===== src/include/lau_config.svh =====
`ifndef LAU_CONFIG_SVH
`define LAU_CONFIG_SVH

// default configuration of the subtraction unit

// word width in bits, any value of 2 or more works
`define LAU_WIDTH 16

// prefix network variant, one of SLOW, MEDIUM or FAST from lau_pkg
// the including module brings lau_pkg in by wildcard import
`define LAU_SPEED FAST

`endif

===== src/hdl/lau_pkg.sv =====
// shared types of the subtraction unit
// prefix network variant and operation codes

package lau_pkg;

	// prefix network variant, trades depth against area
	// SLOW serial ripple chain, smallest area
	// MEDIUM Brent-Kung tree, about 2*log2(width) levels
	// FAST Sklansky tree, log2(width) levels with high fanout
	typedef enum logic [1:0] {
		SLOW   = 2'd0,
		MEDIUM = 2'd1,
		FAST   = 2'd2
	} speed_e;

	// operation code carried with each op_valid strobe
	// OP_SUB plain subtract, borrow-in forced to 0
	// OP_SBB subtract with the borrow kept from the last operation
	//   used for the upper words of a wide subtraction
	// OP_CMP flags only, result register is left alone
	// OP_NOP reserved, the unit ignores it
	typedef enum logic [1:0] {
		OP_SUB = 2'b00,
		OP_SBB = 2'b01,
		OP_CMP = 2'b10,
		OP_NOP = 2'b11
	} sub_op_e;

endpackage


===== src/hdl/lau_sub_unit.sv =====
`timescale 1ns/1ps
`include "lau_config.svh"

// registered multi-word subtraction unit
// one operation per op_valid strobe, result and flags one clock later
// borrow and zero double as chaining state for OP_SBB
module lau_sub_unit import lau_pkg::*; #(
	parameter int width = `LAU_WIDTH,
	parameter speed_e speed = `LAU_SPEED
) (
	input logic clk,
	input logic rst_n,
	// operation strobe, no back-pressure
	input logic op_valid,
	input sub_op_e op,
	input logic [width-1:0] a,
	input logic [width-1:0] b,
	// registered result, valid for one cycle
	output logic res_valid,
	output logic [width-1:0] res,
	output logic borrow,
	output logic zero
);

	// opcode decode
	logic use_borrow;
	logic write_res;
	logic write_flags;

	// subtractor connections
	logic sub_ci;
	logic [width-1:0] diff;
	logic diff_borrow;
	logic diff_zero_raw;

	// flag values to be registered
	logic diff_all_zero;
	logic zero_next;

	// decode of the current opcode, qualified by the strobe
	always_comb begin
		use_borrow = 1'b0;
		write_res = 1'b0;
		write_flags = 1'b0;
		case (op)
			OP_SUB: begin
				write_res = op_valid;
				write_flags = op_valid;
			end
			OP_SBB: begin
				// continue a chain with the borrow of the word below
				use_borrow = 1'b1;
				write_res = op_valid;
				write_flags = op_valid;
			end
			OP_CMP: begin
				// flags only, res keeps the previous difference
				write_flags = op_valid;
			end
			default: begin
				// OP_NOP, nothing moves
				write_flags = 1'b0;
			end
		endcase
	end

	// borrow-in is the stored borrow only when chaining
	assign sub_ci = use_borrow & borrow;

	sub_cz #(
		.width(width),
		.speed(speed)
	) u_sub (
		.a(a),
		.b(b),
		.ci(sub_ci),
		.s(diff),
		.co(diff_borrow),
		.z(diff_zero_raw)
	);

	// explicit zero test, the subtractor flag is wrong once ci can be 1
	assign diff_all_zero = ~|diff;

	// a chained word is zero only if every word so far was zero
	assign zero_next = use_borrow ? (zero & diff_all_zero) : diff_zero_raw;

	// valid pulse, one per accepted operation
	always_ff @(posedge clk or negedge rst_n) begin
		if (!rst_n) begin
			res_valid <= 1'b0;
		end else begin
			res_valid <= write_flags;
		end
	end

	// flags and chaining state
	always_ff @(posedge clk or negedge rst_n) begin
		if (!rst_n) begin
			borrow <= 1'b0;
			// empty chain counts as zero
			zero <= 1'b1;
		end else if (write_flags) begin
			borrow <= diff_borrow;
			zero <= zero_next;
		end
	end

	// result register, skipped by OP_CMP and OP_NOP
	always_ff @(posedge clk or negedge rst_n) begin
		if (!rst_n) begin
			res <= '0;
		end else if (write_res) begin
			res <= diff;
		end
	end

endmodule


===== src/hdl/sub_cz.sv =====
`timescale 1ns/1ps
`include "lau_config.svh"

// borrow-lookahead subtractor
// {co, s} = a - b - ci, co set when the result is negative
// z = (s == 0), only meaningful for ci = 0
module sub_cz import lau_pkg::*; #(
	parameter int width = `LAU_WIDTH,
	parameter speed_e speed = `LAU_SPEED
) (
	input logic [width-1:0] a,
	input logic [width-1:0] b,
	input logic ci,
	output logic [width-1:0] s,
	output logic co,
	output logic z
);

	// inverted subtrahend and borrow-in, a - b - ci = a + ~b + ~ci - 2^width
	logic [width-1:0] b_inv;
	logic ci_inv;
	// prefix network inputs and outputs
	logic [width-1:0] gen_in;
	logic [width-1:0] prop_in;
	logic [width-1:0] gen_out;
	logic [width-1:0] prop_out;

	assign b_inv = ~b;
	assign ci_inv = ~ci;

	// bit 0 is a full adder cell, the carry-in joins its generate term
	assign gen_in[0] = (a[0] & b_inv[0]) | (a[0] & ci_inv) | (b_inv[0] & ci_inv);
	assign prop_in[0] = a[0] ^ b_inv[0];

	// remaining bits, plain half adder generate and propagate
	generate
		for (genvar i = 1; i < width; i++) begin : g_pre
			assign gen_in[i] = a[i] & b_inv[i];
			assign prop_in[i] = a[i] ^ b_inv[i];
		end
	endgenerate

	prefix_and_or #(
		.width(width),
		.speed(speed)
	) u_prefix (
		.gi(gen_in),
		.pi(prop_in),
		.go(gen_out),
		.po(prop_out)
	);

	// carry into bit i is the prefix generate of bit i-1, bit 0 sees ~ci
	assign s = prop_in ^ {gen_out[width-2:0], ci_inv};

	// no carry out of the inverted sum means a borrow
	assign co = ~gen_out[width-1];

	// all bits propagating means a == b, so the difference is zero when ci = 0
	assign z = prop_out[width-1];

endmodule


===== src/hdl/prefix_and_or.sv =====
`timescale 1ns/1ps
`include "lau_config.svh"

// parallel-prefix and-or network
// go[i] = gi[i] | pi[i] & gi[i-1] | ... | pi[i] & ... & pi[1] & gi[0]
// po[i] = pi[i] & pi[i-1] & ... & pi[0]
// all three variants compute the same function, only depth and area differ
module prefix_and_or import lau_pkg::*; #(
	parameter int width = `LAU_WIDTH,
	parameter speed_e speed = `LAU_SPEED
) (
	input logic [width-1:0] gi,
	input logic [width-1:0] pi,
	output logic [width-1:0] go,
	output logic [width-1:0] po
);

	// tree depth, one level per power of two
	localparam int levels = $clog2(width);

	generate
		if (speed == SLOW) begin : g_serial
			// ripple chain, width-1 operators in a row
			logic [width-1:0] gc;
			logic [width-1:0] pc;

			assign gc[0] = gi[0];
			assign pc[0] = pi[0];
			for (genvar i = 1; i < width; i++) begin : g_bit
				// extend the prefix of the bit below by one position
				assign gc[i] = gi[i] | (pi[i] & gc[i-1]);
				assign pc[i] = pi[i] & pc[i-1];
			end

			assign go = gc;
			assign po = pc;
		end else if (speed == MEDIUM) begin : g_brent_kung
			// up-sweep stages, gu[0] is the network input
			logic [width-1:0] gu [levels+1];
			logic [width-1:0] pu [levels+1];
			// down-sweep stages, gd[0] is the up-sweep result
			logic [width-1:0] gd [levels];
			logic [width-1:0] pd [levels];

			assign gu[0] = gi;
			assign pu[0] = pi;

			// up-sweep builds spans of 2^(l+1) at the top of each block
			for (genvar l = 0; l < levels; l++) begin : g_up
				for (genvar i = 0; i < width; i++) begin : g_bit
					if ((i + 1) % (2 << l) == 0) begin : g_node
						assign gu[l+1][i] = gu[l][i] | (pu[l][i] & gu[l][i-(1<<l)]);
						assign pu[l+1][i] = pu[l][i] & pu[l][i-(1<<l)];
					end else begin : g_pass
						assign gu[l+1][i] = gu[l][i];
						assign pu[l+1][i] = pu[l][i];
					end
				end
			end

			assign gd[0] = gu[levels];
			assign pd[0] = pu[levels];

			// down-sweep fills the positions in the middle of each block
			// k counts stages, l is the matching span level going down
			for (genvar k = 0; k < levels - 1; k++) begin : g_down
				localparam int l = levels - 2 - k;
				for (genvar i = 0; i < width; i++) begin : g_bit
					if (((i + 1) % (2 << l) == (1 << l)) && (i >= (2 << l))) begin : g_node
						assign gd[k+1][i] = gd[k][i] | (pd[k][i] & gd[k][i-(1<<l)]);
						assign pd[k+1][i] = pd[k][i] & pd[k][i-(1<<l)];
					end else begin : g_pass
						assign gd[k+1][i] = gd[k][i];
						assign pd[k+1][i] = pd[k][i];
					end
				end
			end

			assign go = gd[levels-1];
			assign po = pd[levels-1];
		end else begin : g_sklansky
			// divide and conquer, each level doubles the solved block size
			logic [width-1:0] gs [levels+1];
			logic [width-1:0] ps [levels+1];

			assign gs[0] = gi;
			assign ps[0] = pi;

			for (genvar l = 0; l < levels; l++) begin : g_level
				for (genvar i = 0; i < width; i++) begin : g_bit
					if (((i >> l) & 1) == 1) begin : g_node
						// top bit of the lower half block, shared by the whole upper half
						localparam int j = ((i >> l) << l) - 1;
						assign gs[l+1][i] = gs[l][i] | (ps[l][i] & gs[l][j]);
						assign ps[l+1][i] = ps[l][i] & ps[l][j];
					end else begin : g_pass
						assign gs[l+1][i] = gs[l][i];
						assign ps[l+1][i] = ps[l][i];
					end
				end
			end

			assign go = gs[levels];
			assign po = ps[levels];
		end
	endgenerate

endmodule


===== config.mk =====
export PLATFORM = sky130hd
export DESIGN_NAME = lau_sub_unit
export DESIGN_NICKNAME = d
export VERILOG_FILES = /design/src/hdl/lau_pkg.sv /design/src/hdl/lau_sub_unit.sv /design/src/hdl/sub_cz.sv /design/src/hdl/prefix_and_or.sv
export VERILOG_INCLUDE_DIRS = /design/src /design/src/include
export SDC_FILE = /design/constraint.sdc
export NUM_CORES = 1
export LEC_CHECK = 0
export BUFFER_PORTS_ARGS = -buffer_cell sky130_fd_sc_hd__clkbuf_2
export CORE_MARGIN = 4
export CORE_UTILIZATION = 45
export CTS_BUF_LIST = sky130_fd_sc_hd__clkbuf_8
export DETAILED_ROUTE_END_ITERATION = 6
export GPL_ROUTABILITY_DRIVEN = 1
export GPL_TIMING_DRIVEN = 0
export PLACE_DENSITY = 0.76
export SYNTH_ARGS = -nofsm -noshare
export SYNTH_HDL_FRONTEND = slang
export SYNTH_SLANG_ARGS = --single-unit

===== constraint.sdc =====
create_clock -name clk -period 4.25 [get_ports clk]
set_clock_uncertainty 0.1 [all_clocks]
set_input_delay 0.6375 -clock clk [delete_from_list [all_inputs] [get_ports clk]]
set_output_delay 0.6375 -clock clk [all_outputs]
set_load 0.03 [all_outputs]

# Word level (Yosys, flattened, before mapping)
# Cells that the tools add are included.
dict set report op_classes {
  mux 4
  reduce_logical 5
  n_eq_ne 2
  bitwise_logic 127
}
# operator n
set op_table {}
lappend op_table {{$and 1x1->1} 73}
lappend op_table {{$or 1x1->1} 34}
lappend op_table {{$not 16->16} 1}
lappend op_table {{$reduce_or 16->1} 1}
lappend op_table {{$xor 1x1->1} 16}
lappend op_table {{$xor 16x16->16} 1}
lappend op_table {{$mux 1} 4}
lappend op_table {{$reduce_or 3->1} 1}
lappend op_table {{$eq 2x1->1 const B} 1}
lappend op_table {{$eq 2x2->1 const B} 1}
lappend op_table {{$logic_not 2->1} 1}
lappend op_table {{$not 1->1} 2}
lappend op_table {{$reduce_or 2->1} 1}
lappend op_table {{$logic_not 1->1} 1}
dict set report word_totals {
  ff_bits 19
  word_cells 142
  input_bits 37
  output_inout_bits 19
}

# Longest topological paths before layout
# Gate-level depths: netlist of run 1.
dict set report depth {
  word_depth 20
  ltp_mapped 13
  ltp_nobuf 13
}

# Modules after synthesis
# Synthesis of run 1 repeated with hierarchy kept, for this count alone.
dict set report hier_totals {
  cells_unflattened 161
  hier_area_um2 1635.3
}
# module area_each_um2 cells_per_inst seq_area_each_um2 instances
set by_module_without_submodules {}
lappend by_module_without_submodules {lau_sub_unit 820.8 51 476.7 1}
lappend by_module_without_submodules {sub_cz 419.2 50 0.0 1}
lappend by_module_without_submodules {prefix_and_or 395.4 60 0.0 1}

# Least setup slack after synthesis of run 1
# No wires, ideal clock.
dict set report synth_timing {
  path_kind {in2reg}
  from {input port op[1]}
  to {register zero}
  t_arrival_ns 3.437
  n_path_buf 0
  slack_ns 0.634
  setup_time_ns 0.079
  cell_stages 13
  required_time_ns 4.071
  path_cell_list {and3b_1 > fa_1 > fa_1 > nand3b_1 > a21oi_1 > nor2_1 > fa_1 > nand4_1 > and4b_1 > nand3_1 > mux2i_1 > o2111ai_1 > o21ai_0}
}
dict set report synth_between {
  elab_chain_cells 20
  elab_cells_between_ends 45
  cone_classes {eq/ne (2); mux (3); bitwise (36); reduce/logical (4)}
}
# item line
set synth_rtl {}
lappend synth_rtl {{start, declared} lau_sub_unit.sv:15} ;# input sub_op_e op,
lappend synth_rtl {{$eq 2x1->1} lau_sub_unit.sv:45} ;# case (op)
lappend synth_rtl {{$mux 1} lau_sub_unit.sv:45}
lappend synth_rtl {{$and 1x1->1} lau_sub_unit.sv:68} ;# assign sub_ci = use_borrow & borrow;
lappend synth_rtl {{$not 1->1} sub_cz.sv:29} ;# assign ci_inv = ~ci;
lappend synth_rtl {{$and 1x1->1} sub_cz.sv:32} ;# assign gen_in[0] = (a[0] & b_inv[0]) | (a[0] & ci_inv) | (b_inv[0] & ci_inv);
lappend synth_rtl {{$or 1x1->1 (2 in a row)} sub_cz.sv:32}
lappend synth_rtl {{$and 1x1->1} prefix_and_or.sv:94} ;# assign gs[l+1][i] = gs[l][i] | (ps[l][i] & gs[l][j]);
lappend synth_rtl {{$or 1x1->1} prefix_and_or.sv:94}
lappend synth_rtl {{[3 not listed]} --}
lappend synth_rtl {{$or 1x1->1} prefix_and_or.sv:94}
lappend synth_rtl {{$and 1x1->1} prefix_and_or.sv:94}
lappend synth_rtl {{$or 1x1->1} prefix_and_or.sv:94}
lappend synth_rtl {{$xor 16x16->16} sub_cz.sv:54} ;# assign s = prop_in ^ {gen_out[width-2:0], ci_inv};
lappend synth_rtl {{$reduce_or 16->1} lau_sub_unit.sv:83} ;# assign diff_all_zero = ~|diff;
lappend synth_rtl {{$logic_not 1->1} lau_sub_unit.sv:83}
lappend synth_rtl {{$and 1x1->1} lau_sub_unit.sv:86} ;# assign zero_next = use_borrow ? (zero & diff_all_zero) : diff_zero_raw;
lappend synth_rtl {{$mux 1} lau_sub_unit.sv:86}
lappend synth_rtl {{end signal, assigned} lau_sub_unit.sv:105} ;# zero <= zero_next;
lappend synth_rtl {{end, declared} lau_sub_unit.sv:22} ;# output logic zero
# Parallel ways exist; a longest one is shown, timed or not.
# A chain may end at the register's enable or synchronous reset.

# Worst setup path after layout of run 1
# Ends and elaborated chain as after synthesis.

==> implementation parameters, run 1 <==
Parameter                              Value

Run status
  Result of the run ... finished, final reports clean

STA
  Number of hold violations in the final report ... 0
  Final-layout worst hold slack ... 0.222 ns
  Min setup slack post-route ... 0.392 ns
  Transition at the pin with the smallest max-transition slack ... 0.546 ns
  Final-report max-slew violation count ... 0
  Relative max-transition margin ... 63.2%
  Total of endpoints with negative setup slack in the final report ... 0
  Fmax achieved ... 259 MHz
  Unrepaired setup endpoints after global routing ... false
  Summed negative setup slack over all endpoints ... 0 ns
  Final critical delay including setup and external delays ... 3.86 ns
  Final clock period utilization by the worst path ... 90.8%

Clocking
  Total setup buffers inserted after CTS ... 0
  CTS Buf Count ... 3
  Clk root buf ... clkbuf_8
  Post_cts resized ... 0
  Quantity of hold-fixing buffers added after cts ... 0
  Maximum count of clock buffers along a single path ... 2
  CTS tree ... built
  Post-CTS clock slew at the launch and capture registers of the worst setup and hold paths ... 0.07 ns
  H-tree lvl count ... 1
  Sinks on the clock net ... 19
  Worst skew pair latency ... 0.25 ns

Global route
  Global-route wire length before repair ... 6290 um
  Largest net degree at the start of global routing ... 20
  Vias in the first global route ... 1537
  Sum of overflow across all layers after global routing ... 0
  Number of antenna violations at the first check in global routing ... 0
  Overall routing resource usage ... 17.1%

Setup path
  Cell mode on critical path ... fa_1
  Critical path capture point type ... register
  Worst Setup Path Type ... input port to register
  Data required time of the critical path ... 4.34 ns
  Critical-path maximum fanout ... 5
  Highest-delay cell along the critical path ... fa_1
  Worst path cell trace ... clkbuf_2 -> and3b_1 -> fa_1 -> fa_1 -> nand3b_1 -> a21oi_1 -> nor2_1 -> fa_1 -> nand4_1 -> and4b_1 -> nand3_1 -> mux2i_1 -> o2111ai_1 -> o21ai_0
  Critical Path AT ... 3.94 ns
  Startpoint Class ... input port
  Delay of the slowest critical-path stage ... 0.56 ns

Synth
  Biggest area consumer among synthesized cells ... dfrtp_1
  Post-synthesis instance total ... 202
  Count of warnings emitted by yosys ... 0
  Sequential-to-total area share from yosys stat ... 28.5%
  Asr flop ratio synth ... 100%
  Post-synth cell types ... 44
  Synthesized netlist net count ... 260
  Synth top area share ... 27.0%
  Netlist area before placement ... 0.00167 sq mm
  Number of enable-type register cells in the synthesized netlist ... 0
  Leading cell types by total area after synthesis ... dfrtp_1, ha_1, inv_1, o21ai_0, fa_1
  Top FF cell, synth ... dfrtp_1
  Flop and latch count out of synthesis ... 19
  Average cell area after synthesis ... 8.27 sq um

Power and ir drop
  Static Leak ... 1.10 nW
  Clock network fraction of total power ... 19.1%
  Internal portion of total power ... 380 uW
  Part of the power in combinational logic ... 45.0%
  Reg power frac ... 35.9%
  Maximum VDD drop ... 0.110 mV
  Total power divided by cell area ... 313 mW/mm^2
  Switching pwr ... 262 uW
  Sw Ratio ... 40.8%

Floorplan
  Top-Level Pins ... 56
  Floorplan die width ... 68.9 um
  Initial core utilization ... 48.2%
  Die ar. ... 0.00475 sq mm
  Die Y ... 68.9 um
  Core Area ... 0.00347 sq mm
  Std cell rows ... 21

Placement
  Placed instance count ... 303
  Dpl hpwl ... 3270 um
  Count of buffers inserted at the top-level ports ... 55
  Place WS ... 0.136 ns
  Routability congestion estimate ... 0.822

Drt
  Detailed-route wire length ... 3870 um
  Antenna-violating nets left ... 0
  Routed wire per std cell ... 12.6 um
  First-pass detailed-route iteration total ... 4
  Post-route DRC violation count ... 0
  Count of routing violations after the opening detailed-route iteration ... 91
  Vias ... 1617
  Post-DR vias/cell ... 5.27

Finish
  Layout area overhead ... 22.6%
  Final Instance Count excl. Fillers ... 307
  Nets ... 320
  Antenna Cells ... 0
  Share of post-route cells with drive strength above 1 ... 24.5%

Flow run
  Number of violations of the max-capacitance limit ... 0

Worst hold path
  Worst hold path class ... input port to asynchronous set/reset pin
==> cells in the mapped netlist, types with 2 or more instances <==
cell type	number
fa_1	5
nand3b_1	2
nor3_1	5
clkbuf_1	3
xor2_1	3
o21a_1	2
mux2i_1	3
nor3b_1	2
o21ai_0	21
nor2_1	8
a21o_1	3
nand2_1	24
nand3_1	3
nor4_1	3
nand2b_1	4
inv_1	29
and3b_1	2
nand4_1	4
o31ai_1	5
ha_1	16
a21oi_1	11
o21bai_1	2
nand4b_1	2
dfrtp_1	18
a21boi_0	3
==> flip-flops by register name, summed over array words and instances, names as in the netlist <==
signal / count
res: 16
res_valid: 1
borrow: 1
zero: 1
==> layer usage <==
metal  global-route usage, %  vias up  part of all wire, %
li1                        -      830                    -
met5                       0        -                    0
met2                    31.3       50                   45
met4                    4.38        0                 0.98
met1                    21.6      733                   47
met3                    1.13        4                  7.1
==> stage by stage <==
step	util (%)	cell area, sq um	total power [mW]
2_1_floorplan	-	1670	0.432
3_3_place_gp	57.8	2000	0.518
3_5_place_dp	57.8	2000	0.523
4_1_cts	59.1	2050	0.645
5_1_grt	59.1	2050	0.686
6_report	59.1	2050	0.642
==> power by group through the flow <==
stage                     registers (mW)  clock network, mW  logic (mW)
final                              0.231              0.123       0.289
after global routing               0.234              0.130       0.322
after CTS                          0.231              0.124       0.290
after detailed placement           0.234                  0       0.289
after global placement             0.234                  0       0.284
after floorplan                    0.300                  0       0.132
==> layout make-up <==
class                           count  area [sq um]
Timing Repair Buffer               55           275
Buffer                              4          16.3
Sequential cell                    19           477
Multi-Input combinational cell    150          1070
Clock buffer                        3          41.3
Clock inverter                      1          3.75
Tap cell                           46          57.6
Inverter                           29           109
Fill cell                         329          1420
==> cell families after synthesis <==
family | after synthesis | share of synthesized area, %
and+or+nand+nor | 67 | 21.6
muxes | 3 | 1.80
DFF | 19 | 28.5
adders and majority gates | 21 | 18.0
AOI/OAI and AO/OA | 55 | 20.4
xor gates and xnor gates | 4 | 2.10
buffers and inverters | 33 | 7.49
==> worst paths after layout <==
check                        from  endpoint  slack [ns]  cells past startpoint
setup / recovery            op[1]      zero        0.39                     14
hold / removal              rst_n    res[6]        0.22                      1
setup reg to reg           borrow      zero        0.49                     13
hold reg to reg            res[2]    res[2]        0.38                      2
max in group asynchronous   rst_n      zero        3.48                      1
min in group clk           res[2]    res[2]        0.38                      2
==> critical path, delay by kind of cell <==
family | cells | cell delay, ns
muxes | 1 | 0.18
and+or+nand+nor | 6 | 1.03
AOI/OAI and AO/OA | 3 | 0.62
buffers and inverters | 1 | 0.11
adders and majority gates | 3 | 1.37
==> layout by cell type, fill, tap and decap left out, drive strengths merged, types with 5 or more instances in the layout <==
master / count
nor3: 5
nand4: 5
nor2: 8
inv: 30
clkbuf: 61
o21ai: 21
a21oi: 11
o31ai: 5
ha: 16
fa: 5
nand2: 24
dfrtp: 18
(Power assumes the default switching activity.)
==> run 2, diff against run 1 <==
Settings changed: RECOVER_POWER set to 50.
==> run 2 against run 1 <==
Power shrank 0.73%. Sequential cell count unchanged. Fmax barely moved. Critical endpoint unchanged. Die area stayed put. First-iteration DRC count did not move. Register-to-register slack is essentially flat. Critical path depth did not move.
==> implementation parameters, run 2 (same netlist as run 1, synthesis figures left out) <==
Parameter                              Value

Run status
  Result of the run ... finished, final reports clean

Floorplan
  Top-Level Pins ... 56 (unchanged)
  Die ar. ... 0.00475 sq mm (unchanged)
  Core Area ... 0.00347 sq mm (unchanged)
  Floorplan die width ... 68.9 um (unchanged)
  Die Y ... 68.9 um (unchanged)
  Std cell rows ... 21 (unchanged)
  Initial core utilization ... 48.2% (unchanged)

Finish
  Multi-input logic area ... 0.00107 sq mm (unchanged)
  Register with the highest flop count ... res
  Final Instance Count excl. Fillers ... 307 (unchanged)
  Nets ... 320 (unchanged)
  Antenna Cells ... 0 (unchanged)
  Register cell area after layout ... 477 sq um (unchanged)
  Post-route cell area ... 0.00204 sq mm (-0.55%)
  Max reg flops ... 16 (unchanged)
  Most frequent standard cell in the layout excluding fill and tap cells ... clkbuf_2
  Share of post-route cells with drive strength above 1 ... 21.1% (-3.4 points)
  Layout area overhead ... 21.9%
  Filler cells ... 330 (+0.30%)
  Commonest non-fill, non-tap cells in the layout ... clkbuf_2, inv_1, nand2_1

Drt
  Detailed-route wire length ... 3860 um (-0.28%)
  Vias ... 1612 (-0.31%)
  Post-route DRC violation count ... 0 (unchanged)
  First-pass detailed-route iteration total ... 4 (unchanged)
  Post-DR vias/cell ... 5.25 (-0.31%)
  Antenna-violating nets left ... 0 (unchanged)
  Count of routing violations after the opening detailed-route iteration ... 91 (unchanged)
  Routed wire per std cell ... 12.6 um (-0.28%)

Placement
  Dpl hpwl ... 3270 um (unchanged)
  Count of buffers inserted at the top-level ports ... 55 (unchanged)
  Total placed instance area ... 0.00200 sq mm (unchanged)
  Placed instance count ... 303 (unchanged)
  Routability congestion estimate ... 0.822 (unchanged)

Setup path
  Worst Reg-to-Reg Cells ... 13 (unchanged)
  Worst setup slack for register-to-register paths ... 0.49 ns (about the same)
  Critical Path AT ... 3.94 ns (about the same)
  Critical-path maximum fanout ... 5 (unchanged)
  Worst Setup Path Type ... input port to register
  Data required time of the critical path ... 4.33 ns (about the same)
  Critical path capture point type ... register
  Startpoint Class ... input port
  Startpoint of the most critical register-to-register path ... borrow
  Worst R2R End ... zero

STA
  Summed negative setup slack over all endpoints ... 0 ns (unchanged)
  Final-layout worst hold slack ... 0.379 ns (+0.156 ns)
  Total of endpoints with negative setup slack in the final report ... 0 (unchanged)
  Fmax achieved ... 259 MHz (about the same)
  Relative max-transition margin ... 34.2% (-29 points)
  Unrepaired setup endpoints after global routing ... false
  Final critical delay including setup and external delays ... 3.86 ns (+0.00286 ns)
  Transition at the pin with the smallest max-transition slack ... 0.987 ns (+0.441 ns)
  Final clock period utilization by the worst path ... 90.9% (about the same)
  Final-report max-slew violation count ... 0 (unchanged)
  Number of hold violations in the final report ... 0 (unchanged)

Clocking
  Post_cts resized ... 0 (unchanged)
  Maximum count of clock buffers along a single path ... 2 (unchanged)
  H-tree lvl count ... 1 (unchanged)
  Worst skew pair latency ... 0.25 ns (about the same)
  CTS tree ... built
  Total setup buffers inserted after CTS ... 0 (unchanged)
  Quantity of hold-fixing buffers added after cts ... 0 (unchanged)
  Clk root buf ... clkbuf_8
  Post-CTS clock slew at the launch and capture registers of the worst setup and hold paths ... 0.07 ns (about the same)
  CTS Buf Count ... 3 (unchanged)
  Sinks on the clock net ... 19 (unchanged)

Worst hold path
  Worst hold path startpoint ... res[2]
  Min-Delay Path Depth ... 2
  Worst hold path class ... register to register
  Destination of the worst hold path ... res[2]

Global route
  Global-route wire length before repair ... 6290 um (unchanged)
  Vias in the first global route ... 1537 (unchanged)
  Sum of overflow across all layers after global routing ... 0 (unchanged)
  Largest net degree at the start of global routing ... 20 (unchanged)
  Overall routing resource usage ... 17.1% (unchanged)
  Number of antenna violations at the first check in global routing ... 0 (unchanged)

Power and ir drop
  Maximum VDD drop ... 0.108 mV (-1.5%)
  Static Leak ... 1.07 nW (-2.5%)
  Total power divided by cell area ... 313 mW/mm^2 (-0.18%)

Flow run
  Number of violations of the max-capacitance limit ... 0 (unchanged)
## run 2: metrics by stage
| stage | setup WS (ns) | utilization (%) | power (mW) |
|---|---|---|---|
| after floorplan | 0.634 | - | 0.432 |
| after global placement | 0.183 | 57.8 | 0.518 |
| after detailed placement | 0.136 | 57.8 | 0.523 |
| after CTS | 0.383 | 59.1 | 0.645 |
| after global routing | 0.0912 | 58.7 | 0.682 |
| final | 0.389 | 58.7 | 0.637 |
## run 2: report_power, final
part	internal, mW	switching [mW]
logic	0.0987	0.187
registers	0.214	0.0172
clock network	0.0642	0.0571
## run 2: how the worst max path moves through the flow
stage / start / to / slack (ns) / cells after the start
3_3_place_gp: op[1] / zero / 0.18 / 14
5_1_grt: op[1] / zero / 0.09 / 14
6_report: op[1] / zero / 0.39 / 14
3_5_place_dp: op[1] / zero / 0.14 / 14
4_1_cts: op[1] / zero / 0.38 / 14
2_1_floorplan: op[1] / zero / 0.63 / 13
## run 2: final cells by class
class                   instances  area share, %
plain buffers                   4          0.799
clock inverters                 1          0.184
inverters                      29           5.34
multi-input cells             150           52.5
well taps                      46           2.83
flip-flops and latches         19           23.4
repair buffers                 55           13.0
clock buffers                   3           2.03
## run 2: routing by layer
layer	wire length, um	global-route usage [%]	vias to the layer above
met5	0	0	-
met1	1790	21.6	731
met2	1750	31.3	48
li1	-	-	829
met4	34	4.38	0
met3	280	1.13	4
## run 2: critical path: stages
cell and delay, ns:
clkbuf_2 0.11, and3b_1 0.19, fa_1 0.38, fa_1 0.43
nand3b_1 0.22, a21oi_1 0.33, nor2_1 0.13, fa_1 0.56
nand4_1 0.12, and4b_1 0.29, nand3_1 0.08, mux2i_1 0.18
o2111ai_1 0.13, o21ai_0 0.16
